$ cat config.mk
export PLATFORM = sky130hd
export DESIGN_NAME = randomLogic
export DESIGN_NICKNAME = d
export VERILOG_FILES = /design/src/design/ctrlPkg.sv /design/src/design/cycleTimer.sv /design/src/design/decodeRom.sv /design/src/design/busControl.sv /design/src/design/randomLogic.sv
export VERILOG_INCLUDE_DIRS = /design/src /design/src/design
export SDC_FILE = /design/constraint.sdc
export NUM_CORES = 1
export LEC_CHECK = 0
export BUFFER_PORTS_ARGS = -buffer_cell sky130_fd_sc_hd__buf_2
export CAP_MARGIN = 15
export CORE_UTILIZATION = 52
export CTS_BUF_LIST = sky130_fd_sc_hd__clkbuf_16
export CTS_CLUSTER_DIAMETER = 40
export CTS_CLUSTER_SIZE = 20
export DETAILED_ROUTE_END_ITERATION = 8
export GPL_TIMING_DRIVEN = 0
export PLACE_DENSITY = 0.79
export SLEW_MARGIN = 20
export SYNTH_ARGS = -nofsm -noshare
export SYNTH_HDL_FRONTEND = slang
export SYNTH_HIERARCHICAL = 1
export SYNTH_SLANG_ARGS = --single-unit
$ cat constraint.sdc
create_clock -name PHI0 -period 3.45 [get_ports PHI0]
set_clock_uncertainty 0.05 [all_clocks]
set_input_delay 0.69 -clock PHI0 [delete_from_list [all_inputs] [get_ports PHI0]]
set_output_delay 0.69 -clock PHI0 [all_outputs]
set_load 0.05 [all_outputs]
$ cat src/design/ctrl_defs.svh
`ifndef CTRL_DEFS_SVH
`define CTRL_DEFS_SVH

// ***************************************************************************
// Datapath widths
// ***************************************************************************

`define OPCODE_W 8

// Wide enough for T1..T7.
`define CYCLE_W 3

// ***************************************************************************
// Cycle counts per instruction class
// ***************************************************************************

// Unknown opcodes run as implied.
`define CYC_IMPL 2
`define CYC_IMM 2
`define CYC_ABS 4
`define CYC_JMP 3
`define CYC_JSR 6
`define CYC_RTS 6

`endif

$ cat src/design/ctrlPkg.sv
`default_nettype none

`include "ctrl_defs.svh"

package ctrlPkg;

	// ***********************************************************************
	// Instruction classes
	// ***********************************************************************

	typedef enum logic [2:0] {
		clsImplied,
		clsLdaImm,
		clsAndImm,
		clsLdaAbs,
		clsStaAbs,
		clsJmpAbs,
		clsJsr,
		clsRts
	} instrClassE;

	// ***********************************************************************
	// Cycle timer state
	// ***********************************************************************

	typedef struct packed {
		logic [`CYCLE_W-1:0] cycle;
		logic t0;    // Last cycle of the instruction.
		logic t1;    // Opcode fetch.
		logic t2;
		logic t6;
		logic t7;
		logic sync;
	} timingT;

	// ***********************************************************************
	// Decode lines
	// ***********************************************************************

	// Named replacements for the X[] outputs of the decode ROM.
	typedef struct packed {
		logic dlToAdl;      // X81, X82.
		logic sbToAc;       // X58 to X64.
		logic acToSb;       // X65 to X68.
		logic acToDb;       // X74.
		logic staOp;        // X79.
		logic jsr2;         // X48.
		logic jsr5;         // X56.
		logic jmp4;         // X101.
		logic rts5;         // X84.
		logic abs2;         // X83.
		logic implied;      // X128.
		logic ind;          // X89 to X91.
		logic pcToAdl;      // X71, X72.
		logic zAdh17Req;    // X57.
		logic incSbReq;     // X45 to X47.
	} decodeLinesT;

	// ***********************************************************************
	// Bus transfer strobes
	// ***********************************************************************

	typedef struct packed {
		logic zAdh0;
		logic zAdh17;
		logic sbAc;
		logic adlAbl;
		logic acSb;
		logic sbDb;
		logic acDb;
		logic sbAdh;
		logic dlAdh;
		logic dlAdl;
		logic adhAbh;
		logic dlDb;
		logic zTst;
		logic pgx;
	} busStrobesT;

endpackage

`default_nettype wire

$ cat src/design/cycleTimer.sv
`default_nettype none
`timescale 1ns/100ps

`include "ctrl_defs.svh"

module cycleTimer (
	input logic PHI0,
	input logic rstN,
	input logic [`OPCODE_W-1:0] opcode,
	input logic ready,
	output ctrlPkg::timingT timing,
	output ctrlPkg::instrClassE instrClass
);

	logic [`OPCODE_W-1:0] irQ;
	logic [`CYCLE_W-1:0] cycleQ;
	logic [`CYCLE_W-1:0] classLen;
	logic lastCycle;

	// ***********************************************************************
	// Opcode classification
	// ***********************************************************************

	always_comb begin
		case (irQ)
			8'hA9: instrClass = ctrlPkg::clsLdaImm;
			8'h29: instrClass = ctrlPkg::clsAndImm;
			8'hAD: instrClass = ctrlPkg::clsLdaAbs;
			8'h8D: instrClass = ctrlPkg::clsStaAbs;
			8'h4C: instrClass = ctrlPkg::clsJmpAbs;
			8'h20: instrClass = ctrlPkg::clsJsr;
			8'h60: instrClass = ctrlPkg::clsRts;
			default: instrClass = ctrlPkg::clsImplied;
		endcase
	end

	always_comb begin
		case (instrClass)
			ctrlPkg::clsLdaImm, ctrlPkg::clsAndImm: classLen = `CYCLE_W'(`CYC_IMM);
			ctrlPkg::clsLdaAbs, ctrlPkg::clsStaAbs: classLen = `CYCLE_W'(`CYC_ABS);
			ctrlPkg::clsJmpAbs: classLen = `CYCLE_W'(`CYC_JMP);
			ctrlPkg::clsJsr: classLen = `CYCLE_W'(`CYC_JSR);
			ctrlPkg::clsRts: classLen = `CYCLE_W'(`CYC_RTS);
			default: classLen = `CYCLE_W'(`CYC_IMPL);
		endcase
	end

	assign lastCycle = cycleQ == classLen;

	// ***********************************************************************
	// Cycle counter
	// ***********************************************************************

	// Starts on a fetch with a NOP in the IR.
	always_ff @(posedge PHI0) begin
		if (!rstN) begin
			cycleQ <= `CYCLE_W'(1);
			irQ <= 8'hEA;
		end else if (ready) begin
			if (lastCycle) begin
				cycleQ <= `CYCLE_W'(1);
				irQ <= opcode;
			end else begin
				cycleQ <= cycleQ + `CYCLE_W'(1);
			end
		end
	end

	always_comb begin
		timing.cycle = cycleQ;
		timing.t0 = lastCycle;
		timing.t1 = cycleQ == `CYCLE_W'(1);
		timing.t2 = cycleQ == `CYCLE_W'(2);
		timing.t6 = cycleQ == `CYCLE_W'(6);
		timing.t7 = cycleQ == `CYCLE_W'(7);
		timing.sync = timing.t1;
	end

	// The IR only changes on a wrap, so the count stays inside the class.
	aCycleInRange: assert property (@(posedge PHI0) disable iff (!rstN)
		cycleQ >= `CYCLE_W'(1) && cycleQ <= classLen);

endmodule

`default_nettype wire

$ cat src/design/decodeRom.sv
`default_nettype none
`timescale 1ns/100ps

`include "ctrl_defs.svh"

module decodeRom (
	input ctrlPkg::instrClassE instrClass,
	input ctrlPkg::timingT timing,
	output ctrlPkg::decodeLinesT lines
);

	logic cyc2;
	logic cyc3;
	logic cyc4;
	logic cyc5;
	logic cyc6;

	assign cyc2 = timing.cycle == `CYCLE_W'(2);
	assign cyc3 = timing.cycle == `CYCLE_W'(3);
	assign cyc4 = timing.cycle == `CYCLE_W'(4);
	assign cyc5 = timing.cycle == `CYCLE_W'(5);
	assign cyc6 = timing.cycle == `CYCLE_W'(6);

	always_comb begin
		lines = '0;

		// PC drives the address on every opcode fetch.
		lines.pcToAdl = timing.t1;

		case (instrClass)
			ctrlPkg::clsLdaImm: begin
				lines.pcToAdl = timing.t1 | cyc2;
				lines.sbToAc = timing.t0;
			end

			ctrlPkg::clsAndImm: begin
				lines.pcToAdl = timing.t1 | cyc2;
				lines.acToSb = timing.t0;
			end

			ctrlPkg::clsLdaAbs: begin
				lines.abs2 = cyc2;
				lines.dlToAdl = cyc3;
				lines.sbToAc = timing.t0;
			end

			ctrlPkg::clsStaAbs: begin
				lines.abs2 = cyc2;
				lines.dlToAdl = cyc3;
				// Write cycle.
				lines.acToDb = cyc4;
				lines.staOp = cyc4;
			end

			ctrlPkg::clsJmpAbs: begin
				lines.abs2 = cyc2;
				// High byte goes straight to ADH.
				lines.dlToAdl = cyc3;
				lines.ind = cyc3;
				// T4 in the original numbering.
				lines.jmp4 = timing.t0;
			end

			ctrlPkg::clsJsr: begin
				lines.jsr2 = cyc2;
				lines.zAdh17Req = cyc3 | cyc4;
				lines.jsr5 = cyc5;
				lines.ind = cyc6;
			end

			ctrlPkg::clsRts: begin
				lines.incSbReq = cyc3 | cyc4;
				lines.zAdh17Req = cyc3 | cyc4 | cyc5;
				lines.rts5 = cyc5;
			end

			default: begin
				lines.implied = cyc2;
			end
		endcase
	end

endmodule

`default_nettype wire

$ cat src/design/busControl.sv
`default_nettype none
`timescale 1ns/100ps

module busControl (
	input logic PHI0,
	input logic rstN,
	input ctrlPkg::decodeLinesT lines,
	input ctrlPkg::timingT timing,
	input logic ready,
	input logic andOp,
	input logic stor,
	input logic acrCarry,
	output ctrlPkg::busStrobesT strobes
);

	ctrlPkg::busStrobesT strobesNext;

	logic readyQ;
	logic incSb;
	logic sba;
	logic dlDbAbs;

	// ***********************************************************************
	// Gate equations
	// ***********************************************************************

	// Stack pointer increment or JSR operand fetch.
	assign incSb = lines.incSbReq | lines.jsr2;

	// Page carry onto ADH, only when the last cycle was not stalled.
	assign sba = lines.pcToAdl & acrCarry & readyQ;

	// Operand read at T0 except on a store.
	assign dlDbAbs = (lines.abs2 | (timing.t0 & !lines.staOp)) & !lines.implied;

	always_comb begin
		strobesNext.pgx = lines.pcToAdl;

		strobesNext.zAdh0 = lines.dlToAdl;
		strobesNext.zAdh17 = lines.zAdh17Req | lines.jsr5 | lines.dlToAdl;
		strobesNext.dlAdl = lines.dlToAdl;
		strobesNext.dlAdh = lines.ind | lines.rts5;

		strobesNext.sbAc = lines.sbToAc;
		// A load at T0 owns the special bus.
		strobesNext.acSb = (lines.acToSb | andOp) & !lines.sbToAc;
		strobesNext.acDb = lines.acToDb | (lines.staOp & stor);

		// No X/Y registers here, so only the AC path is tested.
		strobesNext.zTst = lines.sbToAc | andOp | timing.t7;
		strobesNext.sbDb = (strobesNext.zTst & !andOp) | lines.acToSb | timing.t1 |
			lines.jsr2;

		strobesNext.dlDb = dlDbAbs | incSb | lines.jmp4 | timing.t6;

		strobesNext.sbAdh = sba;
		strobesNext.adhAbh = sba | !incSb;

		// No ADL load during a stall or the RMW cycles.
		strobesNext.adlAbl = !lines.pcToAdl & ready & !timing.t6 & !timing.t7;
	end

	// ***********************************************************************
	// Output registers
	// ***********************************************************************

	always_ff @(posedge PHI0) begin
		if (!rstN) begin
			readyQ <= 1'b1;
			strobes <= '0;
		end else begin
			readyQ <= ready;
			strobes <= strobesNext;
		end
	end

	aDbExclusive: assert property (@(posedge PHI0) disable iff (!rstN)
		!(strobes.acDb && strobes.dlDb));

	aSbExclusive: assert property (@(posedge PHI0) disable iff (!rstN)
		!(strobes.sbAc && strobes.acSb));

endmodule

`default_nettype wire

$ cat src/design/randomLogic.sv
`default_nettype none
`timescale 1ns/100ps

`include "ctrl_defs.svh"

module randomLogic (
	input logic PHI0,
	input logic rstN,
	input logic [`OPCODE_W-1:0] opcode,
	input logic ready,
	input logic andOp,
	input logic stor,
	input logic acrCarry,
	output ctrlPkg::timingT timing,
	output ctrlPkg::busStrobesT strobes
);

	ctrlPkg::instrClassE instrClass;
	ctrlPkg::decodeLinesT lines;

	cycleTimer uCycleTimer (
		.PHI0(PHI0),
		.rstN(rstN),
		.opcode(opcode),
		.ready(ready),
		.timing(timing),
		.instrClass(instrClass)
	);

	decodeRom uDecodeRom (
		.instrClass(instrClass),
		.timing(timing),
		.lines(lines)
	);

	busControl uBusControl (
		.PHI0(PHI0),
		.rstN(rstN),
		.lines(lines),
		.timing(timing),
		.ready(ready),
		.andOp(andOp),
		.stor(stor),
		.acrCarry(acrCarry),
		.strobes(strobes)
	);

endmodule

`default_nettype wire

After elaboration in Yosys (flattened, before gate mapping)
Cells that the tools add are included.
{"block": "op_classes", "n_reduce_logical": 15, "n_eq_ne": 22, "n_bitwise": 29, "addsub": 1, "n_mux": 16}
{"op": "== test 3 bit, second input constant", "count": 8}
{"op": "== test 8 bit, second input constant", "count": 3}
{"op": "case mux 3 bit (7 select lines)", "count": 1}
{"op": "bitwise OR 1 bit", "count": 19}
{"op": "== test 8 x 6 -> 1 bit, second input constant", "count": 2}
{"op": "== test 8 x 7 -> 1 bit, second input constant", "count": 2}
{"op": "== test 3 x 2 -> 1 bit, second input constant", "count": 4}
{"op": "bitwise AND 1 bit", "count": 10}
{"op": "two-way mux 1 bit", "count": 9}
{"op": "case mux 3 bit (3 select lines)", "count": 1}
{"op": "zero test 1 bit", "count": 8}
{"op": "OR reduction 2 bit", "count": 4}
{"op": "OR reduction 7 bit", "count": 1}
{"op": "== test 3 x 1 -> 1 bit, second input constant", "count": 2}
{"op": "two-way mux 2 bit", "count": 2}
{"op": "case mux 1 bit (2 select lines)", "count": 2}
{"op": "adder 3 x 1 -> 3 bit, second input constant", "count": 1}
{"op": "== test 3 bit", "count": 1}
{"op": "two-way mux 3 bit", "count": 1}
{"op": "OR reduction 3 bit", "count": 1}
{"op": "AND reduction 2 bit", "count": 1}
{"block": "word_totals", "out_inout_bits": 23, "inputBits": 14, "elab_cells": 99, "ff_bits": 25}

Logic depth before layout (Yosys ltp)
Gate-level depths: netlist of run 1.
{"block": "logic_depth", "word_depth": 13, "mapped_depth": 10}

Hierarchy
Netlist of run 1, hierarchy kept.
{"module": "cycleTimer", "n_inst": 1, "cells_each": 91, "area_per_inst_um2": 795.8, "seq_area_each_um2": 220.2}
{"module": "busControl", "n_inst": 1, "cells_each": 43, "area_per_inst_um2": 436.7, "seq_area_each_um2": 280.3}
{"module": "decodeRom", "n_inst": 1, "cells_each": 33, "area_per_inst_um2": 202.7, "seq_area_each_um2": 0.0}

Least setup slack after synthesis of run 1
OpenSTA, ideal clock, no wires.
{"block": "synth_path", "kind": "register to output", "from": "register uCycleTimer.irQ[1]", "to": "output port timing[5] (netlist name)", "slack_ns": 0.508, "path_stages_with_launch": 7, "n_path_buf": 1, "t_arrival_ns": 2.202, "path_cell_list": "dfxtp_1 or4b_4 a21o_1 a21oi_2 nand4b_2 a311oi_4 buf_4"}
{"block": "synth_between", "elab_chain_cells": 6, "elab_cells_between_ends": 17, "cone_classes": "eq/ne: 13; mux: 2; reduce/logical: 2"}
{"element": "from (decl)", "line_no": "cycleTimer.sv:15", "source": "logic [`OPCODE_W-1:0] irQ;"}
{"element": "from (signal assigned)", "line_no": "cycleTimer.sv:62", "source": "irQ <= opcode;"}
{"element": "== test 8 x 7 -> 1 bit, or another cell as far along", "line_no": "cycleTimer.sv:25", "source": "case (irQ)"}
{"element": "case mux 3 bit (7 select lines) *", "line_no": "cycleTimer.sv:25"}
{"element": "via instrClass[0]", "line_no": "randomLogic.sv:18", "source": "ctrlPkg::instrClassE instrClass;"}
{"element": "== test 3 bit / == test 3 x 2 -> 1 bit (equally long branches)", "line_no": "cycleTimer.sv:38", "source": "case (instrClass)"}
{"element": "OR reduction 2 bit (on tied branches)"}
{"element": "case mux 3 bit (3 select lines) *", "line_no": "cycleTimer.sv:38"}
{"element": "== test 3 bit *", "line_no": "cycleTimer.sv:48", "source": "assign lastCycle = cycleQ == classLen;"}
{"element": "to (decl)", "line_no": "randomLogic.sv:14", "source": "output ctrlPkg::timingT timing,"}
The timed path passes the listed nets; every way through them passes the cells marked *.

Worst setup path after layout of run 1
Same ends and word-level chain as after synthesis.

==> results.sh, run 1 <==
export IMPL_status="finished, final reports clean"
export IMPL_synthFlopType="dfxtp_1"
export IMPL_crit_family="compound AO/OA/AOI/OAI gates"
export IMPL_required_ns=2.71
export IMPL_dp_final_hpwl_mm=2.370
export IMPL_syn_area_per_cell_um2=8.594
export IMPL_ys_seq_area_share_pct=34.87
export IMPL_dieArea_um2=2974
export IMPL_worstSetupPathType="flip-flop to output port"
export IMPL_grt_max_degree=15
export IMPL_core_um2=2545
export IMPL_die_w_um=54.54
export IMPL_relSlewSlack_pct=63.72
export IMPL_start_util_pct=56.39
export IMPL_grt_pass1_wl_mm=5.437
export IMPL_first_global_vias=1265
export IMPL_ys_async_sr_fraction_pct=0
export IMPL_tns_ns=0
export IMPL_use_met2_pct=43.50
export IMPL_worstReg2RegStart="uCycleTimer/irQ[1]$_SDFFE_PN1P_"
export IMPL_whs_endpoint="uBusControl/strobes[6]$_SDFF_PN0_"
export IMPL_leakage_nw=0.7676
export IMPL_ant_nets=0
export IMPL_hold_path_class="flip-flop to flip-flop"
export IMPL_synthCells=167
export IMPL_die_y_um=54.54
export IMPL_cts_made_buffers=3
export IMPL_r2r_end="uBusControl/strobes[8]$_SDFF_PN0_"
export IMPL_maxCapViolCount=0
export IMPL_cts_path_max_buffers=2
export IMPL_min_delay_start="uBusControl/readyQ$_SDFF_PN1_"
export IMPL_io_pins=37
export IMPL_fin_nets=227
export IMPL_max_vdd_ir_drop_uv=346.1
export IMPL_wl_mm=3.413
export IMPL_ys_warn_count=6
export IMPL_track_usage_pct=25.66
export IMPL_wire_per_inst_um=14.34
export IMPL_powerDensity_nw_per_um2=400.5
export IMPL_synth_area_um2=1435
export IMPL_tightestPinTransition_ns=0.5434
export IMPL_r2r_slack_ns=0.66
export IMPL_via_per_inst=5.714
export IMPL_critPathMaxStageDelay_ns=0.54
export IMPL_fin_hold_ws_ns=0.4486
export IMPL_drt_iter0_markers=37
export IMPL_whs_path_depth=1
export IMPL_overflow=0
export IMPL_layout_drive_gt1_share_pct=30.29
export IMPL_critPathBufInv=2
export IMPL_finalHoldViolCount=0
export IMPL_multi_input_area_um2=850.8
export IMPL_slowest_stage="or4b_4"
export IMPL_nFillCells=199
export IMPL_yosys_top_cells_area="dfxtp_1 35%, nor2_1 4.2%, nand3b_1 3.7%"
export IMPL_synth_nets=185
export IMPL_rows=18
export IMPL_finalCritPeriodShare_pct=97.72
export IMPL_drt_pass1_iterations=4
export IMPL_met1_usage_pct=31.21
export IMPL_drc=0
export IMPL_final_util_pct=68.68
export IMPL_area_growth_synth_to_final_pct=21.80
export IMPL_clkTransAtPathRegs_ns=0.06
export IMPL_port_buffers=36
export IMPL_cp_start_kind="flip-flop"
export IMPL_cts_tree="yes"
export IMPL_path_cells="or4b_4, a21o_1, a21oi_4, nand4b_2, a311oi_4, buf_4, buf_2"
export IMPL_netlist_area_leader_share_pct=34.87
export IMPL_place_congestion=0.8193
export IMPL_grt_antenna_before_repair=0
export IMPL_synth_cell_types=50
export IMPL_finalMaxSlewViolations=0
export IMPL_cts_max_level=1
export IMPL_clk_latency_ns=0.25
export IMPL_cp_end_kind="output port"
export IMPL_top_usage_layer="met2"
export IMPL_cts_root_buf="clkbuf_16"
export IMPL_grtUsageMet3_pct=4.722
export IMPL_clock_fmax_ghz=0.2966
export IMPL_seq_area_um2=500.5
export IMPL_setup_violations=0
export IMPL_n_antenna_cell=0
export IMPL_synth_top_area_cell="dfxtp_1"
export IMPL_ys_ff_latch=25
export IMPL_crit_arrival_ns=2.63
export IMPL_rsz0062_at_grt="false"
export IMPL_r2r_cells=9
export IMPL_final_period_minus_worst_setup_slack_ns=3.371
export IMPL_vias=1360
export IMPL_critPathMaxFanout=11
export IMPL_synth_edf_count=0
export IMPL_clkSinkCount=25
-- worst max path at each step --
stage | startpoint | to | slack, ns | cells after the start
after floorplan | uCycleTimer/irQ[1]$_SDFFE_PN1P_ | timing[5] | 0.51 | 6
after global placement | uCycleTimer/irQ[1]$_SDFFE_PN1P_ | timing[5] | 0.08 | 7
after detailed placement | uCycleTimer/irQ[1]$_SDFFE_PN1P_ | timing[5] | 0.01 | 7
after CTS | uCycleTimer/irQ[1]$_SDFFE_PN1P_ | timing[5] | 0.07 | 7
after global routing | uCycleTimer/irQ[1]$_SDFFE_PN1P_ | timing[5] | 0.002 | 7
final | uCycleTimer/irQ[1]$_SDFFE_PN1P_ | timing[5] | 0.08 | 7
-- routing by layer --
layer	part of all wire, %	vias to the layer above	wire [µm]
met5	0	-	0
met1	45	640	1539
met4	2.5	0	85
met3	3.4	10	115
li1	-	674	-
met2	49	36	1672
-- power breakdown --
part | leakage (nW) | internal, W | switching [W]
Combinational | 0.522 | 0.0000416 | 0.0000889
Sequential | 0.204 | 0.000301 | 0.0000153
Clock | 0.0409 | 0.000156 | 0.0000977
-- registers in the layout (all words and copies together), names as in the netlist --
| name | cells |
|---|---|
| uBusControl/readyQ | 1 |
| uBusControl/strobes | 13 |
| uCycleTimer/cycleQ | 3 |
| uCycleTimer/irQ | 8 |
-- cell usage after synthesis (all sizes together) (5+ instances only) --
master and n:
nand3 7, buf 6, nor3 8, nand3b 7
dfxtp 25, a21oi 6, nand2 12, nor2 16
o211ai 5, inv 10, and2 6
-- cell usage in the layout, fill, tap and decap left out, types with 4 or more instances in the layout --
cell	n
nor4_1	4
nor2_1	16
buf_4	5
inv_1	8
nand3_1	7
nand2_1	12
nand2b_1	4
nor3_1	8
dfxtp_1	25
nand3b_1	7
a21oi_1	5
o211ai_1	5
buf_2	37
nor2b_1	4
ha_1	4
mux2i_1	4
-- metrics by stage --
step / total power, W / instances / cell area (µm²) / worst slack [ns]
finish: 0.0007001 / 238 / 1748 / 0.07853
global route: 0.0007303 / 238 / 1748 / 0.001788
CTS: 0.0007067 / 238 / 1748 / 0.07435
detailed placement: 0.0004512 / 233 / 1653 / 0.01085
global placement: 0.0004463 / 233 / 1653 / 0.08252
floorplan: 0.0004150 / 167 / 1435 / 0.5076
-- repair_timing --
item,in CTS,in global routing
resized for setup,1,1
hold buffers,0,0
buffers inserted,1,0
setup endpoints to repair,1,1
gates cloned,0,0
pin swaps,1,1
-- final cells by class --
| cell class | count | area share, % |
|---|---|---|
| multi-input cells | 124 | 48.68 |
| clock buffers | 3 | 4.295 |
| inverters | 10 | 2.147 |
| plain buffers | 8 | 3.078 |
| repair buffers | 37 | 10.74 |
| flip-flops and latches | 25 | 28.63 |
| well taps | 30 | 2.147 |
| clock inverters | 1 | 0.2863 |
-- worst reg2reg max path, cell delays in order, from the launching register on --
cell	delay [ns]
dfxtp_1	0.38
or4b_4	0.54
a21o_1	0.23
a21oi_4	0.30
nand4b_2	0.17
a311oi_4	0.33
buf_4	0.17
nor3b_1	0.30
nor3_1	0.10
a21oi_1	0.15
-- cells by family (layout without fill, tap and decap cells) --
| group | Yosys count | in the layout | share of synthesized area (%) |
|---|---|---|---|
| AND/OR/NAND/NOR | 86 | 86 | 35.05 |
| AO/OA/AOI/OAI | 28 | 28 | 16.04 |
| flip-flops | 25 | 25 | 34.87 |
| buffers and inverters | 18 | 59 | 6.365 |
| multiplexers | 5 | 5 | 3.575 |
| adder cells (fa/ha/maj) | 4 | 4 | 3.487 |
| XOR/XNOR | 1 | 1 | 0.6104 |
(Power assumes the default switching activity.)
==> inputs of run 2 (changes only) <==
--- a/config.mk
+++ b/config.mk
@@ -8,15 +8,18 @@
 export LEC_CHECK = 0
 export BUFFER_PORTS_ARGS = -buffer_cell sky130_fd_sc_hd__buf_2
 export CAP_MARGIN = 15
-export CORE_UTILIZATION = 52
+export CELL_PAD_IN_SITES_DETAIL_PLACEMENT = 0
+export CELL_PAD_IN_SITES_GLOBAL_PLACEMENT = 2
+export CORE_UTILIZATION = 30
 export CTS_BUF_LIST = sky130_fd_sc_hd__clkbuf_16
-export CTS_CLUSTER_DIAMETER = 40
+export CTS_CLUSTER_DIAMETER = 200
 export CTS_CLUSTER_SIZE = 20
 export DETAILED_ROUTE_END_ITERATION = 8
 export GPL_TIMING_DRIVEN = 0
-export PLACE_DENSITY = 0.79
+export PLACE_DENSITY_LB_ADDON = 0.1
 export SLEW_MARGIN = 20
 export SYNTH_ARGS = -nofsm -noshare
 export SYNTH_HDL_FRONTEND = slang
 export SYNTH_HIERARCHICAL = 1
 export SYNTH_SLANG_ARGS = --single-unit
+export TNS_END_PERCENT = 1
==> run 2 against run 1 <==
  * First-iteration DRC count grew 62%
  * Flip-flop and latch count did not move
  * Final cell count is 9.2% higher
  * Die area increased by 70%
==> results.sh, run 2 (synthesis results as in run 1) <==
export IMPL_min_delay_start="uBusControl/readyQ$_SDFF_PN1_"
export IMPL_wl_mm=3.394
export IMPL_r2r_end="uBusControl/strobes[8]$_SDFF_PN0_"
export IMPL_final_period_minus_worst_setup_slack_ns=3.314
export IMPL_area_growth_synth_to_final_pct=23.71
export IMPL_cp_end_kind="output port"
export IMPL_finalHoldViolCount=0
export IMPL_largest_register_ffs=13
export IMPL_die_y_um=71.17
export IMPL_powerDensity_nw_per_um2=392.9
export IMPL_n_antenna_cell=0
export IMPL_hold_buffers=0
export IMPL_dp_cells=255
export IMPL_hold_path_class="flip-flop to flip-flop"
export IMPL_vias=1287
export IMPL_clk_latency_ns=0.25
export IMPL_clkSinkCount=25
export IMPL_grt_max_degree=15
export IMPL_tns_ns=0
export IMPL_clkTransAtPathRegs_ns=0.06
export IMPL_maxCapViolCount=0
export IMPL_final_cells=260
export IMPL_crit_arrival_ns=2.57
export IMPL_r2r_slack_ns=0.69
export IMPL_critPathMaxFanout=11
export IMPL_dieArea_um2=5064
export IMPL_via_per_inst=4.950
export IMPL_reg_top3="uBusControl/strobes x13, uCycleTimer/irQ x8, uCycleTimer/cycleQ x3"
export IMPL_drc=0
export IMPL_wire_per_inst_um=13.05
export IMPL_grt_antenna_before_repair=0
export IMPL_cp_start_kind="flip-flop"
export IMPL_rsz0062_at_grt="false"
export IMPL_cts_max_level=1
export IMPL_first_global_vias=1254
export IMPL_cts_path_max_buffers=2
export IMPL_clock_fmax_ghz=0.3018
export IMPL_ant_nets=0
export IMPL_worstSetupPathType="flip-flop to output port"
export IMPL_setup_violations=0
export IMPL_port_buffers=36
export IMPL_cts_tree="yes"
export IMPL_final_common_cell="buf_2"
export IMPL_tightestPinTransition_ns=0.5466
export IMPL_finalCritPeriodShare_pct=96.05
export IMPL_endpoint="timing[5]"
export IMPL_r2r_cells=9
export IMPL_layout_drive_gt1_share_pct=30.29
export IMPL_cp_startpoint="uCycleTimer/irQ[1]$_SDFFE_PN1P_"
export IMPL_rows=24
export IMPL_track_usage_pct=14.79
export IMPL_place_congestion=0.7986
export IMPL_largest_register="uBusControl/strobes"
export IMPL_nFillCells=466
export IMPL_final_cell_mix="37 x buf_2, 25 x dfxtp_1, 16 x nor2_1"
export IMPL_die_w_um=71.17
export IMPL_max_vdd_ir_drop_uv=229.0
export IMPL_final_util_pct=39.68
export IMPL_io_pins=37
export IMPL_fin_nets=227
export IMPL_worstReg2RegStart="uCycleTimer/irQ[1]$_SDFFE_PN1P_"
export IMPL_leakage_nw=0.7676
export IMPL_cts_root_buf="clkbuf_16"
export IMPL_dp_final_hpwl_mm=2.599
export IMPL_core_um2=4474
export IMPL_drt_pass1_iterations=4
export IMPL_cts_made_buffers=3
export IMPL_drt_iter0_markers=60
export IMPL_overflow=0
export IMPL_grt_pass1_wl_mm=5.927
export IMPL_status="finished, final reports clean"
export IMPL_relSlewSlack_pct=63.51
export IMPL_required_ns=2.71
export IMPL_finalMaxSlewViolations=0
export IMPL_start_util_pct=32.07
[run 2: routing by layer]
| layer | track usage (%) | routed length, µm | vias up |
|---|---|---|---|
| li1 | - | - | 676 |
| met1 | 20.47 | 1783 | 589 |
| met2 | 23.39 | 1501 | 20 |
| met3 | 2.991 | 92 | 2 |
| met4 | 4.000 | 17 | 0 |
| met5 | 0 | 0 | - |
[run 2: cell type report]
type | instances | area [µm²] | share of cell area [%]
clock inverters | 1 | 5.005 | 0.2819
well taps | 52 | 65.06 | 3.665
inverters | 10 | 37.54 | 2.114
plain buffers | 8 | 53.80 | 3.030
repair buffers | 37 | 187.7 | 10.57
clock buffers | 3 | 75.07 | 4.228
multi-input cells | 124 | 850.8 | 47.92
flip-flops and latches | 25 | 500.5 | 28.19
[run 2: power by group]
part,switching [W],internal (W),total (W)
registers,0.0000151,0.000301,0.000316
logic,0.0000881,0.0000413,0.000129
clock network,0.0000965,0.000156,0.000252
total,0.000200,0.000498,0.000698
[run 2: critical path, stage by stage, from the launching register on]
cell	delay, ns
dfxtp_1	0.38
or4b_4	0.54
a21o_1	0.20
a21oi_4	0.27
nand4b_2	0.17
a311oi_4	0.33
buf_4	0.17
buf_2	0.26
[run 2: what timing repair did]
item / 4_1_cts / 5_1_grt
pin swaps: 1 / 1
setup endpoints to repair: 1 / 1
setup buffers: 1 / 0
hold endpoints to repair: 0 / 0
gates cloned: 0 / 0
gates resized for setup: 1 / 0
[run 2: stage by stage]
stage	area [µm²]	total power, W	worst slack (ns)	hold slack (ns)
after floorplan	1435	0.0004150	0.5076	0.4101
after global placement	1680	0.0004505	0.01525	0.4381
after detailed placement	1680	0.0004516	0.03283	0.4354
after CTS	1775	0.0007113	0.08800	0.4547
after global routing	1775	0.0007380	0.01185	0.4941
final	1775	0.0006975	0.1363	0.4503
[run 2: how the worst min path moves through the flow]
| stage | slack, ns | depth (start not counted) | to |
|---|---|---|---|
| 6_report | 0.45 | 1 | uBusControl/strobes[6]$_SDFF_PN0_ |
| 5_1_grt | 0.49 | 1 | uBusControl/strobes[6]$_SDFF_PN0_ |
| 4_1_cts | 0.45 | 1 | uBusControl/strobes[6]$_SDFF_PN0_ |
| 3_5_place_dp | 0.44 | 1 | uBusControl/strobes[6]$_SDFF_PN0_ |
| 3_3_place_gp | 0.44 | 1 | uBusControl/strobes[6]$_SDFF_PN0_ |
| 2_1_floorplan | 0.41 | 1 | uBusControl/strobes[6]$_SDFF_PN0_ |
==> inputs of run 3 (changes only) <==
--- a/config.mk
+++ b/config.mk
@@ -16,10 +16,9 @@
 export CTS_CLUSTER_SIZE = 20
 export DETAILED_ROUTE_END_ITERATION = 8
 export GPL_TIMING_DRIVEN = 0
-export PLACE_DENSITY_LB_ADDON = 0.1
+export PLACE_DENSITY_LB_ADDON = 0.15
 export SLEW_MARGIN = 20
 export SYNTH_ARGS = -nofsm -noshare
 export SYNTH_HDL_FRONTEND = slang
-export SYNTH_HIERARCHICAL = 1
 export SYNTH_SLANG_ARGS = --single-unit
 export TNS_END_PERCENT = 1
==> run 3 against run 2 <==
  * Register-to-register slack gained 0.16 ns
  * Maximum frequency is essentially flat
  * Final cell count grew 0.77%
  * Cell area shrank 0.14%
  * Sequential share of layout area grew 0.32 points
  * Largest power group unchanged
==> results.sh, run 3 <==
export IMPL_fin_nets=231
export IMPL_drt_pass1_iterations=4
export IMPL_r2r_slack_ns=0.85
export IMPL_fin_ws_ns=0.1385
export IMPL_cts_made_buffers=3
export IMPL_ys_async_sr_fraction_pct=0
export IMPL_syn_area_per_cell_um2=8.364
export IMPL_cp_end_kind="output port"
export IMPL_relSlewSlack_pct=66.63
export IMPL_required_ns=2.71
export IMPL_final_cell_mix="34 x buf_2, 21 x dfxtp_1, 16 x nor2_1"
export IMPL_final_period_minus_worst_setup_slack_ns=3.312
export IMPL_wire_per_inst_um=14.52
export IMPL_grt_max_degree=16
export IMPL_critPathMaxFanout=8
export IMPL_cts_tree="yes"
export IMPL_synth_cell_types=47
export IMPL_io_pins=37
export IMPL_die_w_um=70.44
export IMPL_clock_fmax_ghz=0.3020
export IMPL_critPathMaxStageDelay_ns=0.38
export IMPL_ys_seq_area_share_pct=35.62
export IMPL_drt_iter0_markers=79
export IMPL_ys_ff_latch=25
export IMPL_grt_pass1_wl_mm=6.361
export IMPL_path_cells="buf_4, and3b_1, o211a_1, o41a_1, a311o_1, a22oi_4, buf_6, buf_4, clkbuf_4"
export IMPL_wl_mm=3.803
export IMPL_layout_drive_gt1_share_pct=29.52
export IMPL_hold_buffers=0
export IMPL_n_antenna_cell=0
export IMPL_synth_nets=188
export IMPL_cp_start_kind="flip-flop"
export IMPL_status="finished, final reports clean"
export IMPL_max_vdd_ir_drop_uv=194.8
export IMPL_reg_top3="uBusControl.strobes x13, uCycleTimer.irQ x8, uCycleTimer.cycleQ x3"
export IMPL_ys_top_cells_by_count="25 x dfxtp_1, 16 x nor2_1, 15 x nand2_1"
export IMPL_worstSetupPathType="flip-flop to output port"
export IMPL_clkSinkCount=25
export IMPL_largest_register_ffs=13
export IMPL_synthFlopType="dfxtp_1"
export IMPL_synthCells=168
export IMPL_synth_edf_count=0
export IMPL_crit_path_frequent_cell="buf_4"
export IMPL_critPathBufInv=4
export IMPL_finalMaxSlewViolations=0
export IMPL_largest_register="uBusControl.strobes"
export IMPL_cts_path_max_buffers=2
export IMPL_post_place_ws_ns=0.1734
export IMPL_cts_root_buf="clkbuf_16"
export IMPL_place_congestion=0.8649
export IMPL_finalCritPeriodShare_pct=95.99
export IMPL_dieArea_um2=4961
export IMPL_slowest_stage="o41a_1"
export IMPL_ant_nets=0
export IMPL_leakage_nw=0.8500
export IMPL_overflow=0
export IMPL_port_buffers=35
export IMPL_clkTransAtPathRegs_ns=0.07
export IMPL_clk_latency_ns=0.26
export IMPL_min_delay_start="uBusControl.readyQ$_SDFF_PN1_"
export IMPL_ys_warn_count=0
export IMPL_final_common_cell="buf_2"
export IMPL_die_y_um=70.44
export IMPL_core_um2=4414
export IMPL_grt_antenna_before_repair=0
export IMPL_cp_startpoint="uCycleTimer.irQ[7]$_SDFFE_PN1P_"
export IMPL_synth_top_area_cell="dfxtp_1"
export IMPL_setup_violations=0
export IMPL_via_per_inst=5.092
export IMPL_rows=24
export IMPL_maxCapViolCount=0
export IMPL_crit_arrival_ns=2.57
export IMPL_dp_final_hpwl_mm=2.881
export IMPL_vias=1334
export IMPL_yosys_top_cells_area="dfxtp_1 36%, ha_1 5.3%, nor2_1 4.3%"
export IMPL_start_util_pct=31.83
export IMPL_synth_area_um2=1405
export IMPL_first_global_vias=1244
export IMPL_rsz0062_at_grt="false"
export IMPL_area_growth_synth_to_final_pct=26.18
export IMPL_tightestPinTransition_ns=0.5006
export IMPL_powerDensity_nw_per_um2=424.7
export IMPL_tns_ns=0
export IMPL_drc=0
export IMPL_worstReg2RegStart="uCycleTimer.irQ[7]$_SDFFE_PN1P_"
export IMPL_finalHoldViolCount=0
export IMPL_hold_path_class="flip-flop to flip-flop"
export IMPL_synth_most_common_cell="dfxtp_1"
export IMPL_track_usage_pct=16.27
export IMPL_crit_family="compound AO/OA/AOI/OAI gates"
export IMPL_cts_max_level=1
export IMPL_netlist_area_leader_share_pct=35.62
-- run 3: final timing paths --
path         cells after the start                           endpoint
max                              9                          timing[5]
min                              1  uBusControl.strobes[6]$_SDFF_PN0_
min reg2reg                      1  uBusControl.strobes[6]$_SDFF_PN0_
max reg2reg                     10    uCycleTimer.irQ[0]$_SDFFE_PN0P_
-- run 3: where the power goes --
part	switching (W)	leakage, nW	internal (W)
Combinational	0.000113	0.608	0.0000517
Clock	0.000115	0.0371	0.000158
Sequential	0.0000123	0.205	0.000303
Total	0.000240	0.850	0.000513
-- run 3: through the flow --
stage,hold WS [ns],cell area (µm²),cells,util [%],power [W]
finish,0.4638,1773,262,40.16,0.0007529
floorplan,0.4133,1405,168,-,0.0004403
global placement,0.4351,1645,255,37.27,0.0004806
detailed placement,0.4362,1645,255,37.27,0.0004820
global route,0.4868,1773,262,40.16,0.0007856
CTS,0.4642,1743,260,39.48,0.0007556
-- run 3: area by class of cell --
| type | count | area (µm²) |
|---|---|---|
| timing repair buffer | 38 | 200.2 |
| tap | 52 | 65.06 |
| fill | 461 | 2641 |
| sequential | 25 | 505.5 |
| multi-input combinational | 117 | 780.7 |
| clock buffer | 3 | 75.07 |
| inverter | 13 | 48.80 |
| buffer | 13 | 90.09 |
| clock inverter | 1 | 7.507 |
-- run 3: what timing repair did --
item                                    in CTS  in global routing
gates cloned                                 0                  0
endpoints found under the setup margin       1                  1
setup buffers                                1                  2
pin swaps                                    1                  0
gates resized for setup                      4                  5
-- run 3: routing by layer --
layer  global-route usage, %  routed length, µm
met5                       0                  0
met4                   4.889                 50
met3                   3.319                198
met2                   24.44               1635
met1                   23.21               1919
-- run 3: kinds of logic (layout without fill, tap and decap cells) --
logic type / after synthesis / count (layout) / share of synthesized area [%]
multiplexers: 3 / 3 / 2.137
AO/OA/AOI/OAI: 42 / 42 / 21.99
XOR/XNOR: 1 / 1 / 0.6234
AND/OR/NAND/NOR: 65 / 65 / 24.40
flip-flops: 25 / 25 / 35.62
buffers and inverters: 26 / 68 / 9.883
adder cells (fa/ha/maj): 6 / 6 / 5.343
